### config.mk
export PLATFORM = sky130hd
export DESIGN_NAME = rom_loader_flat
export DESIGN_NICKNAME = d
export VERILOG_FILES = /design/src/rtl/archie_mem_pkg.sv /design/src/rtl/mem_bus_if.sv /design/src/rtl/rom_loader.sv /design/src/flat_wrapper.sv
export VERILOG_INCLUDE_DIRS = /design/src /design/src/rtl
export SDC_FILE = /design/constraint.sdc
export NUM_CORES = 1
export LEC_CHECK = 0
export BUFFER_PORTS_ARGS = -buffer_cell sky130_fd_sc_hd__buf_2
export CORE_MARGIN = 2
export CORE_UTILIZATION = 40
export DETAILED_ROUTE_END_ITERATION = 8
export GPL_TIMING_DRIVEN = 0
export PLACE_DENSITY = 0.95
export SYNTH_ARGS = -nofsm -noshare
export SYNTH_HDL_FRONTEND = slang
export SYNTH_SLANG_ARGS = --single-unit
### constraint.sdc
create_clock -name clk_sys -period 1.7 [get_ports clk_sys]
set_clock_uncertainty 0.2 [all_clocks]
set_input_delay 0.34 -clock clk_sys [delete_from_list [all_inputs] [get_ports clk_sys]]
set_output_delay 0.34 -clock clk_sys [all_outputs]
set_load 0.01 [all_outputs]
### src/rtl/archie_mem_settings.svh
`ifndef ARCHIE_MEM_SETTINGS_SVH
`define ARCHIE_MEM_SETTINGS_SVH

// shared bus word and byte lanes
`define ARCHIE_DATA_W 32
`define ARCHIE_SEL_W 4

// loader sends byte addresses, core sends word addresses (bits 26..2)
`define ARCHIE_DL_ADDR_W 24
`define ARCHIE_CORE_ADDR_W 25

// words decoded by the stand-in RAM, 1024 deep
`define ARCHIE_RAM_AW 10

// image indexes that take the memory away from the core
`define ARCHIE_IDX_ROM 1
`define ARCHIE_IDX_IMG 2

`endif

### src/rtl/archie_mem_pkg.sv
`include "archie_mem_settings.svh"

package archie_mem_pkg;

	// one word on the shared bus
	typedef logic [`ARCHIE_DATA_W-1:0] word_t;

	// byte enables, bit n covers byte lane n
	typedef logic [`ARCHIE_SEL_W-1:0] sel_t;

	// word address, bits 23..2 of either master's address
	typedef logic [`ARCHIE_DL_ADDR_W-3:0] word_addr_t;

	// image index from the download channel
	typedef logic [7:0] dl_index_t;

endpackage

### src/rtl/mem_bus_if.sv
`timescale 1ns/1ps

// one Wishbone-style master port onto the shared memory
interface mem_bus_if
	import archie_mem_pkg::*;
();

	logic       cyc;
	logic       stb;
	logic       we;
	sel_t       sel;
	word_addr_t adr;
	word_t      dat_w;
	word_t      dat_r;
	logic       ack;

	// master holds the request until it sees ack
	modport master (
		output cyc, stb, we, sel, adr, dat_w,
		input  dat_r, ack
	);

	modport slave (
		input  cyc, stb, we, sel, adr, dat_w,
		output dat_r, ack
	);

endinterface

### src/rtl/rom_loader.sv
`timescale 1ns/1ps
`include "archie_mem_settings.svh"

module rom_loader
	import archie_mem_pkg::*;
(
	input  logic                         clk_sys,
	input  logic                         arst_n_i,
	input  logic                         dl_active_i,
	input  dl_index_t                    dl_index_i,
	input  logic                         dl_we_i,
	input  logic [`ARCHIE_DL_ADDR_W-1:0] dl_addr_i,
	input  sel_t                         dl_sel_i,
	input  word_t                        dl_data_i,
	input  logic                         reset_btn_i,
	mem_bus_if.master                    bus,
	output logic                         loader_owns_o,
	output logic                         dl_busy_o,
	output logic                         rom_ready_o,
	output logic                         sys_reset_o
);

	logic       owns;
	logic       owns_q;
	logic       accept;
	logic       stb_q;
	logic       rom_ready_q;
	word_addr_t adr_q;
	sel_t       sel_q;
	word_t      dat_q;

	// only ROM and disk images go to shared memory
	assign owns = dl_active_i &&
		(dl_index_i == dl_index_t'(`ARCHIE_IDX_ROM) ||
		 dl_index_i == dl_index_t'(`ARCHIE_IDX_IMG));

	// pulses for other indexes are dropped here
	assign accept = dl_we_i && owns;

	always_ff @(posedge clk_sys or negedge arst_n_i) begin
		if (!arst_n_i) begin
			owns_q      <= 1'b0;
			stb_q       <= 1'b0;
			rom_ready_q <= 1'b0;
		end else begin
			owns_q <= owns;
			// end of a ROM download releases the system
			if (owns_q && !owns)
				rom_ready_q <= 1'b1;
			if (accept)
				stb_q <= 1'b1;
			else if (bus.ack)
				stb_q <= 1'b0;
		end
	end

	// request payload, held while the strobe waits
	always_ff @(posedge clk_sys) begin
		if (accept) begin
			adr_q <= dl_addr_i[`ARCHIE_DL_ADDR_W-1:2];
			sel_q <= dl_sel_i;
			dat_q <= dl_data_i;
		end
	end

	assign bus.cyc   = stb_q;
	assign bus.stb   = stb_q;
	assign bus.we    = 1'b1;
	assign bus.sel   = sel_q;
	assign bus.adr   = adr_q;
	assign bus.dat_w = dat_q;

	assign loader_owns_o = owns;
	assign dl_busy_o     = stb_q;
	assign rom_ready_o   = rom_ready_q;
	assign sys_reset_o   = !rom_ready_q || reset_btn_i;

	// the download side must wait for the previous word to be written
	a_no_overrun: assert property (
		@(posedge clk_sys) disable iff (!arst_n_i)
		dl_we_i |-> !stb_q
	);

endmodule

### src/flat_wrapper.sv
// flat-port wrapper written by rule: the top's interface ports become plain ports
module rom_loader_flat import archie_mem_pkg::*;
  (clk_sys, arst_n_i, dl_active_i, dl_index_i, dl_we_i, dl_addr_i, dl_sel_i, dl_data_i, reset_btn_i, loader_owns_o, dl_busy_o, rom_ready_o, sys_reset_o, bus_cyc, bus_stb, bus_we, bus_sel, bus_adr, bus_dat_w, bus_dat_r, bus_ack);
  mem_bus_if bus_i ();
  input  logic clk_sys;
  input  logic arst_n_i;
  input  logic dl_active_i;
  input  dl_index_t dl_index_i;
  input  logic dl_we_i;
  input  logic [`ARCHIE_DL_ADDR_W-1:0] dl_addr_i;
  input  sel_t dl_sel_i;
  input  word_t dl_data_i;
  input  logic reset_btn_i;
  output logic loader_owns_o;
  output logic dl_busy_o;
  output logic rom_ready_o;
  output logic sys_reset_o;
  output wire logic [$bits(bus_i.cyc)-1:0] bus_cyc;
  output wire logic [$bits(bus_i.stb)-1:0] bus_stb;
  output wire logic [$bits(bus_i.we)-1:0] bus_we;
  output wire logic [$bits(bus_i.sel)-1:0] bus_sel;
  output wire logic [$bits(bus_i.adr)-1:0] bus_adr;
  output wire logic [$bits(bus_i.dat_w)-1:0] bus_dat_w;
  input wire logic [$bits(bus_i.dat_r)-1:0] bus_dat_r;
  input wire logic [$bits(bus_i.ack)-1:0] bus_ack;
  assign bus_cyc = bus_i.cyc;
  assign bus_stb = bus_i.stb;
  assign bus_we = bus_i.we;
  assign bus_sel = bus_i.sel;
  assign bus_adr = bus_i.adr;
  assign bus_dat_w = bus_i.dat_w;
  assign bus_i.dat_r = bus_dat_r;
  assign bus_i.ack = bus_ack;
  rom_loader u_core (.clk_sys(clk_sys), .arst_n_i(arst_n_i), .dl_active_i(dl_active_i), .dl_index_i(dl_index_i), .dl_we_i(dl_we_i), .dl_addr_i(dl_addr_i), .dl_sel_i(dl_sel_i), .dl_data_i(dl_data_i), .reset_btn_i(reset_btn_i), .bus(bus_i), .loader_owns_o(loader_owns_o), .dl_busy_o(dl_busy_o), .rom_ready_o(rom_ready_o), .sys_reset_o(sys_reset_o));
endmodule
==> results of run 1 <==
## flip-flops by register name (all words and copies together) (netlist names)
name / cells
u_core.rom_ready_o: 1
u_core.bus.cyc: 1
u_core.owns_q: 1
u_core.bus.adr: 22
u_core.bus.sel: 4
u_core.bus.dat_w: 32
## final timing paths
kind                           startpoint            endpoint  slack, ns  cells after the start
min in group asynchronous        arst_n_i       u_core.owns_q       0.16                      2
max                         dl_index_i[3]       loader_owns_o      -0.01                      4
max reg2reg                u_core.bus.cyc      u_core.bus.cyc       0.61                      2
min reg2reg                 u_core.owns_q  u_core.rom_ready_o       0.37                      2
min                               dl_we_i      u_core.bus.cyc       0.14                      2
max in group asynchronous        arst_n_i      u_core.bus.cyc       1.04                      2
## what timing repair did
action | in CTS | in global routing
buffers inserted | 0 | 1
setup endpoints to repair | 58 | 59
gates cloned | 1 | 1
hold endpoints to repair | 61 | 0
gates resized for setup | 5 | 2
hold buffers | 59 | 0
pin swaps | 1 | 1
## stage by stage
step	setup TNS, ns	hold slack [ns]	instances	total power, mW	area, µm²
after CTS	-0.03847	0.1041	340	2.902	3461
final	-0.01340	0.1407	342	2.895	3496
after floorplan	-9.910	-0.1556	76	1.695	1943
after detailed placement	-27.48	-0.06094	265	1.784	2686
after global placement	-24.75	-0.06047	265	1.779	2686
after global routing	-0.7362	0.1328	342	2.991	3496
## power by group
group	internal (mW)	switching, mW	total, mW
Clock	0.512	0.503	1.02
Sequential	1.65	0.000992	1.65
Combinational	0.160	0.0712	0.231
## final cells by class
class | instances | area share (%)
Buffer | 3 | 0.6442
Clock buffer | 12 | 3.865
Clock inverter | 3 | 0.3937
Inverter | 1 | 0.1074
Multi-Input combinational cell | 13 | 4.295
Sequential cell | 61 | 51.97
Tap cell | 54 | 1.933
Timing Repair Buffer | 195 | 36.79
## synth_stat cells
| master | count | area (µm²) |
|---|---|---|
| a41o_1 | 1 | 10.01 |
| a41oi_1 | 1 | 8.760 |
| and3_2 | 1 | 7.510 |
| and4_1 | 1 | 8.760 |
| buf_4 | 3 | 22.52 |
| conb_1 | 1 | 3.750 |
| dfrtp_1 | 3 | 75.07 |
| edfxtp_1 | 58 | 1742 |
| inv_1 | 1 | 3.750 |
| nand2b_1 | 1 | 6.260 |
| nor2_1 | 1 | 3.750 |
| nor2b_1 | 1 | 6.260 |
| nor3_1 | 1 | 5.000 |
| nor4b_4 | 1 | 23.77 |
| xor2_1 | 1 | 8.760 |
## logic make-up (layout without fill, tap and decap cells)
group / Yosys count / after routing / synth area share (%)
compound gates: 2 / 2 / 0.9697
xor+xnor: 1 / 1 / 0.4526
simple gates: 7 / 9 / 3.167
other cells: 1 / 1 / 0.1937
flops: 61 / 61 / 93.86
buf+inv: 4 / 214 / 1.357
## per-layer routing
metal	GRT usage, %	vias to the layer above	part of all wire (%)
met5	0	-	0
met4	11.92	0	1.9
met3	8.642	14	9.3
met2	40.77	113	56
met1	21.36	755	33
li1	-	717	-
==> summary.md, run 1 <==
| Metric | Value |
|---|---|
| Routed vias/inst | `4.675` |
| Worst-Skew Late Latency | `0.32 ns` |
| Pwr/cell area | `828.1 nW/µm²` |
| Clock Tree Buf Depth | `2` |
| Setup WS pre-CTS | `-0.4767 ns` |
| Largest net degree at the start of global routing | `30` |
| Arrival time worst endpoint | `1.17 ns` |
| Vias in the first global route | `1743` |
| # H-tree levels | `3` |
| Nets | `390` |
| Row count | `25` |
| GR Util All Layers | `22.39%` |
| Clock transition at path regs | `0.06 ns` |
| Routed vias | `1599` |
| Root Driver | `clkbuf_8` |
| CTS tree | `done` |
| F_max | `583.9 MHz` |
| Post-DRT Antenna Nets | `0` |
| Post-Route WL | `5851 µm` |
| Total CTS buffers | `9` |
| Min cycle time layout | `1.713 ns` |
| Critical-path maximum fanout | `4` |
| Pre-antenna DRT Iters | `4` |
| Crit path launch type | `primary input` |
| Most frequent cells in the layout | `buf_2 (133), dlygate4sd3_1 (59), edfxtp_1 (58), clkbuf_8 (9), buf_4 (4)` |
| Critical path buffers and inverters | `2` |
| VDD IR-drop max | `604.9 µV` |
| Max-Cap Viols | `0` |
| Starting density of the core | `41.25%` |
| Sequential standard cell area | `1817 µm²` |
| Post-Synthesis Mean Instance Area | `25.47 µm²` |
| Core area | `4692 µm²` |
| Cell Area, Synth | `1936 µm²` |
| Hold/Removal Path Class | `in2reg` |
| Antenna diodes | `0` |
| Remaining DRCs | `0` |
| Die area | `5412 µm²` |
| Crit Path Category | `in2out` |
| CP delay by family, top | `simple AND/OR/NAND/NOR gates` |
| Seq/Total Area, Yosys | `93.86%` |
| Net count after synthesis | `182` |
| Initial antenna violation count | `0` |
| Layout area overhead | `80.61%` |
| Warnings, synthesis | `0` |
| Die Wd | `73.57 µm` |
| Final GP Congestion | `0.7136` |
| Port Buffers | `135` |
| Grt total ovfl | `0` |
| Most common cell after layout, fill and taps aside | `buf_2` |
| Critical-path cell list | `buf_2 -> nor4b_4 -> and3_4 -> buf_6` |
| I/O Pins | `171` |
| Global-route wire length before repair | `8438 µm` |
| RSZ-0062 raised after global routing | `yes` |
| CP max-delay cell | `nor4b_4` |
| CP Data Required Time | `1.16 ns` |
| Violated checks | `negative setup slack` |
| Fin. max-slew vios | `0` |
| DR iter-0 viols | `59` |
| Cell variety after synth | `15` |
| Leak Pwr | `1.510 nW` |
| Wire per inst | `17.11 µm` |
| Post-layout util | `74.51%` |
| Critical Path Max Stage Delay | `0.37 ns` |
| Share of cells above drive strength 1 | `54.51%` |
| Final hold violations | `0` |
| Cells after Synth | `76` |
| #FFs+latches synth | `61` |
| Die Ht | `73.57 µm` |
| # setup viols final | `2` |
| Final critical-path share of the clock period | `100.7%` |
| Slack of the critical path | `-0.01263 ns` |
| Fillers | `282` |
| Outcome | `complete, but fails checks` |
| Crit. End Element | `output port` |
| Clock sinks | `61` |
| Multi-input logic area | `150.1 µm²` |
(Power assumes the default switching activity.)
==> run 2: changes to the inputs <==
--- a/config.mk
+++ b/config.mk
@@ -9,8 +9,8 @@
 export BUFFER_PORTS_ARGS = -buffer_cell sky130_fd_sc_hd__buf_2
 export CORE_MARGIN = 2
-export CORE_UTILIZATION = 40
+export CORE_UTILIZATION = 37
 export DETAILED_ROUTE_END_ITERATION = 8
 export GPL_TIMING_DRIVEN = 0
-export PLACE_DENSITY = 0.95
+export PLACE_DENSITY = 0.91
 export SYNTH_ARGS = -nofsm -noshare
 export SYNTH_HDL_FRONTEND = slang
==> constraint.sdc (replaced) <==
create_clock -name clk_sys -period 1.78 [get_ports clk_sys]
set_clock_uncertainty 0.2 [all_clocks]
set_input_delay 0.267 -clock clk_sys [delete_from_list [all_inputs] [get_ports clk_sys]]
set_output_delay 0.267 -clock clk_sys [all_outputs]
set_load 0.01 [all_outputs]
==> summary.md, run 2 (synthesis results as in run 1) <==
| Metric | Value |
|---|---|
| Outcome | `finished clean` |
| Total CTS buffers | `9` |
| Root Driver | `clkbuf_8` |
| RSZ-0062 raised after global routing | `no` |
| Area post-placement | `2706 µm²` |
| Grt total ovfl | `0` |
| Global-route wire length before repair | `8128 µm` |
| Die area | `5826 µm²` |
| Starting density of the core | `38.14%` |
| Post-CTS Setup Bufs | `0` |
| Post-Route WL | `5598 µm` |
| Layout area overhead | `82.03%` |
| DR iter-0 viols | `60` |
| GR Util All Layers | `19.27%` |
| Row count | `26` |
| Hold/Removal Path Class | `in2async` |
| Sw Share | `18.28%` |
| Largest net degree at the start of global routing | `59` |
| Antenna diodes | `0` |
| CP Data Required Time | `1.31 ns` |
| Arrival time worst endpoint | `1.18 ns` |
| Final hold violations | `0` |
| Max-Cap Viols | `0` |
| Die Wd | `76.33 µm` |
| Core area | `5075 µm²` |
| I/O Pins | `171` |
| Critical-path maximum fanout | `5` |
| Worst-Skew Late Latency | `0.32 ns` |
| CTS tree | `done` |
| Clock sinks | `61` |
| Nets | `389` |
| Clock share of power | `41.5%` |
| Leak Pwr | `1.526 nW` |
| Crit path launch type | `primary input` |
| Min cycle time layout | `1.645 ns` |
| Share of cells above drive strength 1 | `54.17%` |
| Seq pwr share | `51.5%` |
| Logic gate share of total power | `7.0%` |
| Vias in the first global route | `1667` |
| Routed vias/inst | `4.385` |
| # H-tree levels | `3` |
| Most frequent cells in the layout | `buf_2 (135), dlygate4sd3_1 (60), edfxtp_1 (58), clkbuf_8 (9)` |
| Final Cell Area | `3523 µm²` |
| Port Buffers | `135` |
| Post-DRT Antenna Nets | `0` |
| Clock Tree Buf Depth | `2` |
| Most common cell after layout, fill and taps aside | `buf_2` |
| Int Pwr | `2.497 mW` |
| Wire per inst | `15.64 µm` |
| Max FFs per register | `32` |
| Net Switching | `558.5 µW` |
| # setup viols final | `0` |
| Final setup TNS | `0 ns` |
| Die Ht | `76.33 µm` |
| Crit. End Element | `output port` |
| Cells after DPL | `281` |
| Remaining DRCs | `0` |
| Final GP Congestion | `0.7353` |
| Pre-antenna DRT Iters | `4` |
| VDD IR-drop max | `607.6 µV` |
| Final critical-path share of the clock period | `92.43%` |
| Initial antenna violation count | `0` |
| F_max | `607.8 MHz` |
| Pwr/cell area | `867.1 nW/µm²` |
| Routed vias | `1570` |
| Slack of the critical path | `0.1347 ns` |
| Setup WS pre-CTS | `-0.3245 ns` |
| Fin. max-slew vios | `0` |
| Hpwl dp | `3192 µm` |
| Non-Filler Instances | `358` |
| Clock transition at path regs | `0.06 ns` |
| Crit Path Category | `in2out` |
[run 2: worst max-delay path, stage by stage]
cell,delay (ns)
buf_2,0.11
xor2_1,0.38
and3_2,0.28
buf_2,0.14
[run 2: area by class of cell]
class,count,area (µm²)
sequential,61,1817
timing repair buffer,195,1276
multi-input combinational,12,111.4
tap,70,87.58
inverter,1,3.754
buffer,3,22.52
clock buffer,10,127.6
fill,342,1551
clock inverter,6,77.57
[run 2: timing repair]
| action | 4_1_cts | 5_1_grt |
|---|---|---|
| endpoints found under the setup margin | 0 | 58 |
| hold buffers | 60 | 0 |
| gates resized for setup | 0 | 1 |
| hold endpoints to repair | 62 | 0 |
[run 2: final timing paths]
check | endpoint | cells past startpoint | slack (ns) | start
setup / recovery | loader_owns_o | 4 | 0.13 | dl_index_i[0]
hold / removal | u_core.bus.cyc | 2 | 0.08 | arst_n_i
setup reg to reg | u_core.bus.cyc | 2 | 0.69 | u_core.bus.cyc
hold reg to reg | u_core.rom_ready_o | 2 | 0.35 | u_core.owns_q
max in group asynchronous | u_core.owns_q | 2 | 1.19 | arst_n_i
min in group clk_sys | u_core.bus.cyc | 3 | 0.12 | bus_ack
[run 2: through the flow]
stage / utilization [%] / power (mW) / hold WS [ns]
6_report: 69.43 / 3.055 / 0.08216
2_1_floorplan: - / 1.619 / -0.2286
4_1_cts: 69.21 / 3.062 / 0.04882
3_3_place_gp: 53.33 / 1.699 / -0.1369
3_5_place_dp: 53.33 / 1.706 / -0.1346
5_1_grt: 69.43 / 3.147 / 0.08913
[run 2: power groups by stage]
stage | combinational (mW) | clock, mW | sequential [mW]
2_1_floorplan | 0.0117 | 0 | 1.61
3_3_place_gp | 0.0942 | 0 | 1.60
3_5_place_dp | 0.101 | 0 | 1.60
4_1_cts | 0.201 | 1.29 | 1.57
5_1_grt | 0.227 | 1.35 | 1.57
6_report | 0.213 | 1.27 | 1.57
[run 2: per-layer routing]
metal | share of wire (%) | track usage, % | vias to the layer above
met1 | 35 | 19.32 | 729
met2 | 53 | 34.87 | 110
li1 | - | - | 713
met5 | 0 | 0 | -
met4 | 3.3 | 12.18 | 0
met3 | 8.3 | 5.450 | 18
