File: src/rtl/archie_mem_settings.svh
`ifndef ARCHIE_MEM_SETTINGS_SVH
`define ARCHIE_MEM_SETTINGS_SVH

// shared bus word and byte lanes
`define ARCHIE_DATA_W 32
`define ARCHIE_SEL_W 4

// loader sends byte addresses, core sends word addresses (bits 26..2)
`define ARCHIE_DL_ADDR_W 24
`define ARCHIE_CORE_ADDR_W 25

// words decoded by the stand-in RAM, 1024 deep
`define ARCHIE_RAM_AW 10

// image indexes that take the memory away from the core
`define ARCHIE_IDX_ROM 1
`define ARCHIE_IDX_IMG 2

`endif

File: src/rtl/archie_mem_pkg.sv
`include "archie_mem_settings.svh"

package archie_mem_pkg;

	// one word on the shared bus
	typedef logic [`ARCHIE_DATA_W-1:0] word_t;

	// byte enables, bit n covers byte lane n
	typedef logic [`ARCHIE_SEL_W-1:0] sel_t;

	// word address, bits 23..2 of either master's address
	typedef logic [`ARCHIE_DL_ADDR_W-3:0] word_addr_t;

	// image index from the download channel
	typedef logic [7:0] dl_index_t;

endpackage

File: src/rtl/mem_bus_if.sv
`timescale 1ns/1ps

// one Wishbone-style master port onto the shared memory
interface mem_bus_if
	import archie_mem_pkg::*;
();

	logic       cyc;
	logic       stb;
	logic       we;
	sel_t       sel;
	word_addr_t adr;
	word_t      dat_w;
	word_t      dat_r;
	logic       ack;

	// master holds the request until it sees ack
	modport master (
		output cyc, stb, we, sel, adr, dat_w,
		input  dat_r, ack
	);

	modport slave (
		input  cyc, stb, we, sel, adr, dat_w,
		output dat_r, ack
	);

endinterface

File: src/rtl/mem_arbiter.sv
`timescale 1ns/1ps

module mem_arbiter
	import archie_mem_pkg::*;
(
	input  logic      loader_owns_i,
	mem_bus_if.slave  ldr,
	mem_bus_if.slave  core,
	mem_bus_if.master ram
);

	// loader wins the request side for the whole download
	assign ram.cyc   = loader_owns_i ? ldr.cyc   : core.cyc;
	assign ram.stb   = loader_owns_i ? ldr.stb   : core.stb;
	assign ram.we    = loader_owns_i ? ldr.we    : core.we;
	assign ram.sel   = loader_owns_i ? ldr.sel   : core.sel;
	assign ram.adr   = loader_owns_i ? ldr.adr   : core.adr;
	assign ram.dat_w = loader_owns_i ? ldr.dat_w : core.dat_w;

	// read data goes to both masters
	assign ldr.dat_r  = ram.dat_r;
	assign core.dat_r = ram.dat_r;

	// core just stalls during a download
	assign ldr.ack  = loader_owns_i && ram.ack;
	assign core.ack = !loader_owns_i && ram.ack;

	// ownership must not move while the RAM serves a request
	a_ldr_ack_held: assert property (
		@(negedge ram.ack)
		loader_owns_i |-> ldr.cyc && ldr.stb
	);

	a_core_ack_held: assert property (
		@(negedge ram.ack)
		!loader_owns_i |-> core.cyc && core.stb
	);

endmodule

File: src/flat_wrapper.sv
// flat-port wrapper written by rule: the top's interface ports become plain ports
module mem_arbiter_flat import archie_mem_pkg::*;
  (loader_owns_i, ldr_cyc, ldr_stb, ldr_we, ldr_sel, ldr_adr, ldr_dat_w, ldr_dat_r, ldr_ack, core_cyc, core_stb, core_we, core_sel, core_adr, core_dat_w, core_dat_r, core_ack, ram_cyc, ram_stb, ram_we, ram_sel, ram_adr, ram_dat_w, ram_dat_r, ram_ack);
  mem_bus_if ldr_i ();
  mem_bus_if core_i ();
  mem_bus_if ram_i ();
  input  logic loader_owns_i;
  input wire logic [$bits(ldr_i.cyc)-1:0] ldr_cyc;
  input wire logic [$bits(ldr_i.stb)-1:0] ldr_stb;
  input wire logic [$bits(ldr_i.we)-1:0] ldr_we;
  input wire logic [$bits(ldr_i.sel)-1:0] ldr_sel;
  input wire logic [$bits(ldr_i.adr)-1:0] ldr_adr;
  input wire logic [$bits(ldr_i.dat_w)-1:0] ldr_dat_w;
  output wire logic [$bits(ldr_i.dat_r)-1:0] ldr_dat_r;
  output wire logic [$bits(ldr_i.ack)-1:0] ldr_ack;
  input wire logic [$bits(core_i.cyc)-1:0] core_cyc;
  input wire logic [$bits(core_i.stb)-1:0] core_stb;
  input wire logic [$bits(core_i.we)-1:0] core_we;
  input wire logic [$bits(core_i.sel)-1:0] core_sel;
  input wire logic [$bits(core_i.adr)-1:0] core_adr;
  input wire logic [$bits(core_i.dat_w)-1:0] core_dat_w;
  output wire logic [$bits(core_i.dat_r)-1:0] core_dat_r;
  output wire logic [$bits(core_i.ack)-1:0] core_ack;
  output wire logic [$bits(ram_i.cyc)-1:0] ram_cyc;
  output wire logic [$bits(ram_i.stb)-1:0] ram_stb;
  output wire logic [$bits(ram_i.we)-1:0] ram_we;
  output wire logic [$bits(ram_i.sel)-1:0] ram_sel;
  output wire logic [$bits(ram_i.adr)-1:0] ram_adr;
  output wire logic [$bits(ram_i.dat_w)-1:0] ram_dat_w;
  input wire logic [$bits(ram_i.dat_r)-1:0] ram_dat_r;
  input wire logic [$bits(ram_i.ack)-1:0] ram_ack;
  assign ldr_i.cyc = ldr_cyc;
  assign ldr_i.stb = ldr_stb;
  assign ldr_i.we = ldr_we;
  assign ldr_i.sel = ldr_sel;
  assign ldr_i.adr = ldr_adr;
  assign ldr_i.dat_w = ldr_dat_w;
  assign ldr_dat_r = ldr_i.dat_r;
  assign ldr_ack = ldr_i.ack;
  assign core_i.cyc = core_cyc;
  assign core_i.stb = core_stb;
  assign core_i.we = core_we;
  assign core_i.sel = core_sel;
  assign core_i.adr = core_adr;
  assign core_i.dat_w = core_dat_w;
  assign core_dat_r = core_i.dat_r;
  assign core_ack = core_i.ack;
  assign ram_cyc = ram_i.cyc;
  assign ram_stb = ram_i.stb;
  assign ram_we = ram_i.we;
  assign ram_sel = ram_i.sel;
  assign ram_adr = ram_i.adr;
  assign ram_dat_w = ram_i.dat_w;
  assign ram_i.dat_r = ram_dat_r;
  assign ram_i.ack = ram_ack;
  mem_arbiter u_core (.loader_owns_i(loader_owns_i), .ldr(ldr_i), .core(core_i), .ram(ram_i));
endmodule
File: config.mk
export PLATFORM = sky130hd
export DESIGN_NAME = mem_arbiter_flat
export DESIGN_NICKNAME = d
export VERILOG_FILES = /design/src/rtl/archie_mem_pkg.sv /design/src/rtl/mem_bus_if.sv /design/src/rtl/mem_arbiter.sv /design/src/flat_wrapper.sv
export VERILOG_INCLUDE_DIRS = /design/src /design/src/rtl
export SDC_FILE = /design/constraint.sdc
export NUM_CORES = 1
export LEC_CHECK = 0
export ABC_AREA = 1
export BUFFER_PORTS_ARGS = -buffer_cell sky130_fd_sc_hd__buf_4
export CAP_MARGIN = 20
export CORE_AREA = 2 2 110 112
export DETAILED_ROUTE_END_ITERATION = 16
export DIE_AREA = 0 0 112 114
export SYNTH_ARGS = -nofsm -noshare
export SYNTH_HDL_FRONTEND = slang
export SYNTH_SLANG_ARGS = --single-unit
File: constraint.sdc
create_clock -name vclk -period 0.8
set_input_delay 0.08 -clock vclk [all_inputs]
set_output_delay 0.08 -clock vclk [all_outputs]
set_load 0.02 [all_outputs]
==> out/qor.csv, run 1 <==
metric,value,unit
drive_above_1_share,0.568,
timing.final.setup_violations,0,
via_per_inst,3.52,
slowest_stage,clkbuf_16,
io_buffers,187,
cp.required,0.72,ns
syn_avg_cell_area,5.19,um^2
min_period,0.783,ns
cp_max_fo,10,
grt_pass1_vias,1717,
criticalPathCategory,primary input to output pin,
endpoint_kind,output pin,
power_density,661,nW/um^2
start_kind,primary input,
flops_and_latches,0,
cap_violations,0,
timing.fmax,1280,MHz
rows,40,
min_path_type,primary input to output pin,
first_pass_iters,4,
ys_warn_count,0,
arrival,0.70,ns
final_max_slew_viol_count,0,
p_leak,1.61,nW
path_delay_family,buffers and inverters,
netlist_area,1380,um^2
wire_per_inst,11.5,um
ir_drop,0.206,mV
layout_common_cells,"buf_4, nand2_1, buf_6, nand2_2, buf_12",
start_util,0.117,
final_common_cell,buf_4,
grt-ovfl-total,0,
hold_path_depth,0,
rsz0062_at_grt,true,
min_from,ram_dat_r[3],
ant_nets,0,
post-route-period-util,0.978,
finalHoldViolations,0,
grtUsageTotal,0.0775,
dp_slack,-0.0443,ns
report.power.total,0.00177,W
vias,1882,
ys_seq_area_frac,0,
netlist_instances,265,
core,11700,um^2
fin_nets,545,
dieArea,12800,um^2
place_hpwl,4570,um
ctsHoldBuffers,0,
relSlewSlack,0.917,
crit_buf_inv,4,
cpMostUsedCell,nand2_1,
syn_to_final_growth,94.5,%
slowest_delay,0.16,ns
die_w,112,um
grt_max_degree,24,
synth.distinct_cells,8,
wl,6170,um
drt_iter0_drc,28,
pin_count,283,
antenna_found_initial,0,
die_h,114,um
n_antenna_cell,0,
gp_congestion,0.716,
grt_first_pass_wirelength,8180,um
register_area,0,um^2
setup_slack,0.0172,ns
n_clock_buffer,0,
fin_util,0.228,
drcViolationCount,0,
min_to,core_dat_r[3],
cp_cell_sequence,buf_12 > inv_16 > clkbuf_16 > nand2_1 > nand2_1 > buf_6,
synth_nets,421,
run_status,"finished, final reports clean",
worst_slew_pin_slew,0.125,ns
-- synthesized netlist by cell type --
library cell / number / area, um^2
nor2_1: 1 / 3.75
inv_8: 1 / 11.3
buf_8: 2 / 30.0
inv_1: 2 / 7.51
buf_4: 70 / 526
nand2_1: 164 / 616
buf_6: 5 / 56.3
nand2_2: 20 / 125
-- worst max path at each step --
stage | start | endpoint | slack, ns | cells after the start
finish | loader_owns_i | ram_dat_w[14] | 0.02 | 6
global route | loader_owns_i | ram_stb | -0.04 | 6
CTS | loader_owns_i | ram_dat_w[26] | -0.02 | 6
detailed placement | loader_owns_i | ram_sel[2] | -0.04 | 5
global placement | loader_owns_i | ram_sel[2] | -0.05 | 5
floorplan | loader_owns_i | core_ack | 0.05 | 3
-- cell families (layout without fill, tap and decap cells) --
logic type             count (synthesis)  count (layout)  share of synthesized area
buffers and inverters                 80             202                      0.459
AND/OR/NAND/NOR                      185             185                      0.541
-- area by class of cell --
| cell class | instances | area, um^2 |
|---|---|---|
| fillers | 1344 | 9040 |
| repair buffers | 199 | 1720 |
| multi-input cells | 185 | 744 |
| well taps | 147 | 184 |
| inverters | 3 | 27.5 |
-- metrics by stage --
stage / std cells / hold WS (ns) / area [um^2] / TNS, ns
after floorplan: 265 / 0.273 / 1380 / 0
after global placement: 529 / 0.160 / 2450 / -1.48
after detailed placement: 529 / 0.160 / 2450 / -1.84
after CTS: 530 / 0.160 / 2560 / -0.0603
after global routing: 534 / 0.160 / 2680 / -0.674
final: 534 / 0.160 / 2680 / 0
-- power by group --
| group | switching (W) | leakage [nW] | internal [W] |
|---|---|---|---|
| clock | 0 | 0 | 0 |
| combinational | 0.000806 | 1.61 | 0.000962 |
| sequential | 0 | 0 | 0 |
| total | 0.000806 | 1.61 | 0.000962 |
-- metal layers --
layer,track usage,vias to the layer above,wire length [um]
li1,-,961,-
met1,0.0734,767,2010
met2,0.156,114,3210
met3,0.0159,40,621
met4,0.0415,0,327
met5,0,-,0
-- what timing repair did --
item,4_1_cts,5_1_grt
setup buffers,0,1
gates cloned,1,3
setup endpoints to repair,62,56
pin swaps,0,1
hold endpoints to repair,0,0
resized for setup,23,8
No activity file was read; power rests on OpenSTA's default activity.
==> run 2: changes to the inputs <==
--- a/config.mk
+++ b/config.mk
@@ -12,6 +12,7 @@
 export CORE_AREA = 2 2 110 112
 export DETAILED_ROUTE_END_ITERATION = 16
 export DIE_AREA = 0 0 112 114
+export SETUP_SLACK_MARGIN = 0.02
 export SYNTH_ARGS = -nofsm -noshare
 export SYNTH_HDL_FRONTEND = slang
 export SYNTH_SLANG_ARGS = --single-unit
==> run 2 against run 1 <==
The run now ends with setup timing left; die area did not move; fmax fell by 3.7%; hold slack is the same; global-route usage increased by 0.37 points; via count grew 1.1%; core utilization rose by 1.0 points; sequential share of layout area unchanged; first-iteration DRC count increased by 43%; combinational power is 5% higher; cell area rose by 4.6%; clock-buffer cell count stayed put; critical endpoint is now ram_dat_w[9]; largest cell class unchanged.
==> out/qor.csv, run 2 (same netlist as run 1, synthesis figures left out) <==
metric,value,unit,change
power_density,666,nW/um^2,was 661 nW/um^2
final_common_cell,nand2_1,,was buf_4
via_per_inst,3.56,,was 3.52
pin_count,283,,unchanged
start_kind,primary input,,unchanged
gp_congestion,0.716,,unchanged
place_hpwl,4570,um,unchanged
arrival,0.73,ns,was 0.70 ns
grtUsageTotal,0.0812,,was 0.0775
fin_nets,545,,unchanged
first_pass_iters,4,,unchanged
cpMostUsedCell,buf_6,,was nand2_1
slowest_delay,0.13,ns,was 0.16 ns
rows,40,,unchanged
io_buffers,187,,unchanged
timing.fmax,1230,MHz,was 1280 MHz
vias,1902,,"was 1,882"
criticalPathCategory,primary input to output pin,,unchanged
worst_slew_pin_slew,0.128,ns,was 0.125 ns
n_antenna_cell,0,,unchanged
ir_drop,0.230,mV,was 0.206 mV
grt_first_pass_wirelength,8510,um,was 8180 um
syn_to_final_growth,103,%,was 94.5%
min_period,0.813,ns,was 0.783 ns
final_cells,534,,unchanged
endpoint_kind,output pin,,unchanged
relSlewSlack,0.915,,was 0.917
die_w,112,um,unchanged
finalHoldViolations,0,,unchanged
design_area,2800,um^2,was 2680 um^2
n_clock_buffer,0,,unchanged
wire_per_inst,11.6,um,was 11.5 um
ant_nets,0,,unchanged
layout_common_cells,"nand2_1, buf_4, buf_6, nand2_2, buf_12",,"was buf_4, nand2_1, buf_6, nand2_2, buf_12"
flops_and_latches,0,,unchanged
die_h,114,um,unchanged
wl,6180,um,was 6170 um
timing.final.setup_violations,1,,was 0
run_status,"complete, but fails checks",,"was finished, final reports clean"
rsz0062_at_grt,true,,unchanged
cap_violations,0,,unchanged
dieArea,12800,um^2,unchanged
dp.cells,529,,unchanged
post-route-period-util,1.02,,was 0.978
ctsHoldBuffers,0,,unchanged
start_util,0.117,,unchanged
final_max_slew_viol_count,0,,unchanged
min_path_type,primary input to output pin,,unchanged
cp.required,0.72,ns,about the same
fin_util,0.239,,was 0.228
grt_pass1_vias,1768,,"was 1,717"
drive_above_1_share,0.618,,was 0.568
slowest_stage,buf_12,,was clkbuf_16
drcViolationCount,0,,unchanged
grt-ovfl-total,0,,unchanged
drt_iter0_drc,40,,was 28
register_area,0,um^2,unchanged
report.power.total,0.00186,W,was 0.00177 W
placed_area,2450,um^2,unchanged
violations,setup timing,,
cp_cell_sequence,buf_12 > inv_16 > buf_6 > buf_6 > nand2_2 > nand2_2 > buf_6,,was buf_12 > inv_16 > clkbuf_16 > nand2_1 > nand2_1 > buf_6
setup_slack,-0.0128,ns,was 0.0172 ns
cp_max_fo,7,,was 10
grt_max_degree,24,,unchanged
dp_slack,-0.0443,ns,unchanged
core,11700,um^2,unchanged
p_leak,1.64,nW,was 1.61 nW
antenna_found_initial,0,,unchanged
## run 2: changes by cell type in the layout (fill, tap and decap cells not counted)
| cell | delta |
|---|---|
| nand2_2 | +19 |
| nand2_1 | -19 |
| buf_6 | +24 |
| buf_16 | +1 |
| buf_4 | -23 |
| clkbuf_16 | -2 |
## run 2: final cells by class
type                       instances  area, um^2
inverter                           3        27.5
fill                            1321        8910
timing repair buffer             199        1790
multi-input combinational        185         792
tap                              147         184
## run 2: per-stage QoR
stage          TNS [ns]  hold slack, ns
2_1_floorplan         0           0.273
3_3_place_gp      -1.48           0.160
3_5_place_dp      -1.84           0.160
4_1_cts               0           0.160
5_1_grt          -0.470           0.160
6_report        -0.0128           0.160
## run 2: final timing paths
kind | start | endpoint | slack [ns] | cells after the start
min | ram_dat_r[3] | core_dat_r[3] | 0.16 | 0
max | loader_owns_i | ram_dat_w[9] | -0.01 | 7
## run 2: layer usage
metal  routed length, um  GRT usage  up-vias
li1                    -          -      963
met1                1950     0.0788      785
met2                3270      0.162      114
met3                 629     0.0159       40
met4                 328     0.0415        0
met5                   0          0        -
## run 2: report_power, final
group,total [W],internal (W),leakage [nW],switching [W]
Sequential,0,0,0,0
Clock,0,0,0,0
Combinational,0.00186,0.00103,1.64,0.000837
Total,0.00186,0.00103,1.64,0.000837
## run 2: timing repair
action / 4_1_cts / 5_1_grt
cloned: 2 / 1
setup endpoints to repair: 63 / 55
setup buffers: 2 / 0
gates resized for setup: 38 / 36
pin swaps: 9 / 10
hold endpoints to repair: 0 / 0
## run 2: worst max-delay path, delay by kind of cell
| family | cells | cell delay, ns |
|---|---|---|
| buffers and inverters | 5 | 0.53 |
| AND/OR/NAND/NOR | 2 | 0.12 |
==> run 3: changes to the inputs <==
--- a/config.mk
+++ b/config.mk
@@ -12,6 +12,7 @@
 export CORE_AREA = 2 2 110 112
 export DETAILED_ROUTE_END_ITERATION = 16
 export DIE_AREA = 0 0 112 114
+export REMOVE_ABC_BUFFERS = 1
 export SETUP_SLACK_MARGIN = 0.02
 export SYNTH_ARGS = -nofsm -noshare
 export SYNTH_HDL_FRONTEND = slang
==> run 3 against run 2 <==
The flow still finishes with violations (setup timing); fmax is essentially flat; first-iteration DRC count grew 95%; final cell count grew 0.19%; setup slack is essentially flat; global-route usage grew 4.1 points; sequential cell count is the same; cell area grew 14%; largest cell class unchanged; largest power group unchanged.
==> out/qor.csv, run 3 (same netlist as run 1, synthesis figures left out) <==
metric,value,unit,change
grtUsageTotal,0.123,,was 0.0812
drive_above_1_share,0.753,,was 0.618
run_status,"complete, but fails checks",,unchanged
grt_max_degree,37,,was 24
slowest_delay,0.17,ns,was 0.13 ns
arrival,0.73,ns,about the same
setup_slack,-0.0131,ns,was -0.0128 ns
cp.required,0.72,ns,about the same
rows,40,,unchanged
pin_count,283,,unchanged
ant_nets,0,,unchanged
io_buffers,187,,unchanged
wire_per_inst,17.8,um,was 11.6 um
placed_area,2470,um^2,was 2450 um^2
hold_slack,0.160,ns,about the same
design_area,3180,um^2,was 2800 um^2
final_max_slew_viol_count,0,,unchanged
cp_cell_sequence,buf_16 > clkinv_16 > clkbuf_16 > nand2_2 > nand2_2 > buf_6,,was buf_12 > inv_16 > buf_6 > buf_6 > nand2_2 > nand2_2 > buf_6
drt_iter0_drc,78,,was 40
core,11700,um^2,unchanged
power_density,671,nW/um^2,was 666 nW/um^2
cap_violations,0,,unchanged
ir_drop,0.222,mV,was 0.230 mV
antenna_found_initial,0,,unchanged
n_clock_buffer,0,,unchanged
flops_and_latches,0,,unchanged
criticalPathCategory,primary input to output pin,,unchanged
grt-ovfl-total,0,,unchanged
slowest_stage,clkbuf_16,,was buf_12
first_pass_iters,4,,unchanged
drcViolationCount,0,,unchanged
n_antenna_cell,0,,unchanged
endpoint_kind,output pin,,unchanged
syn_to_final_growth,131,%,was 103%
min_period,0.813,ns,about the same
min_path_type,primary input to output pin,,unchanged
die_w,112,um,unchanged
relSlewSlack,0.911,,was 0.915
dieArea,12800,um^2,unchanged
fin_nets,546,,was 545
grt_first_pass_wirelength,11700,um,was 8510 um
final_cells,535,,was 534
final_common_cell,buf_4,,was nand2_1
start_kind,primary input,,unchanged
start_util,0.117,,unchanged
timing.fmax,1230,MHz,about the same
p_leak,1.79,nW,was 1.64 nW
die_h,114,um,unchanged
post-route-period-util,1.02,,about the same
path_delay_family,buffers and inverters,,unchanged
ctsHoldBuffers,0,,unchanged
place_hpwl,7700,um,was 4570 um
timing.final.setup_violations,7,,was 1
dp.cells,528,,was 529
layout_common_cells,"buf_4, nand2_1, nand2_2, buf_6, nand2_4",,"was nand2_1, buf_4, buf_6, nand2_2, buf_12"
gp_congestion,0.852,,was 0.716
rsz0062_at_grt,true,,unchanged
violations,setup timing,,unchanged
crit_buf_inv,4,,was 5
register_area,0,um^2,unchanged
via_per_inst,3.79,,was 3.56
cpMostUsedCell,nand2_2,,was buf_6
worst_slew_pin_slew,0.133,ns,was 0.128 ns
grt_pass1_vias,1870,,"was 1,768"
vias,2026,,"was 1,902"
cp_max_fo,6,,was 7
finalHoldViolations,0,,unchanged
wl,9510,um,was 6180 um
==> run 3: changes by cell type in the layout (fill, tap and decap cells not counted), sizes merged <==
cell    previous run  this run
clkbuf             1         4
buf              198       195
clkinv             0         1
==> run 3: report_power, final <==
group / switching [W] / internal [W] / total (W)
sequential: 0 / 0 / 0
combinational: 0.000978 / 0.00116 / 0.00213
clock: 0 / 0 / 0
==> run 3: path summary, 6_finish.rpt <==
| kind | slack, ns | startpoint | cells past startpoint | end |
|---|---|---|---|---|
| worst max-delay path | -0.01 | loader_owns_i | 6 | ram_dat_w[16] |
| worst min-delay path | 0.16 | ram_dat_r[15] | 0 | core_dat_r[15] |
==> run 3: timing repair <==
| action | 4_1_cts | 5_1_grt |
|---|---|---|
| endpoints found under the setup margin | 60 | 59 |
| endpoints found under the hold margin | 0 | 0 |
| gates cloned | 2 | 5 |
| gates resized for setup | 40 | 123 |
| buffers inserted | 2 | 0 |
| pin swaps | 3 | 17 |
==> run 3: final cells by class <==
class	instances	area (um^2)
Fill cell	1310	8530
Inverter	3	37.5
Multi-Input combinational cell	185	1020
Tap cell	147	184
Timing Repair Buffer	199	1920
Timing Repair inverter	1	11.3
==> run 3: metrics by stage <==
stage | setup TNS, ns | worst slack (ns) | utilization | power (W)
5_1_grt | -1.37 | -0.0474 | 0.272 | 0.00227
4_1_cts | -0.260 | -0.0360 | 0.230 | 0.00182
6_report | -0.0404 | -0.0131 | 0.272 | 0.00213
3_3_place_gp | -1.04 | -0.0516 | 0.211 | 0.00166
2_1_floorplan | 0 | 0.183 | - | 0.000608
3_5_place_dp | -1.03 | -0.0506 | 0.211 | 0.00166
==> run 3: per-layer routing <==
| layer | GRT usage | wire [um] | vias to the layer above |
|---|---|---|---|
| li1 | - | - | 964 |
| met2 | 0.182 | 4300 | 167 |
| met3 | 0.106 | 1710 | 6 |
| met4 | 0.00488 | 37 | 2 |
| met5 | 0.0549 | 79 | - |
| met1 | 0.138 | 3380 | 887 |
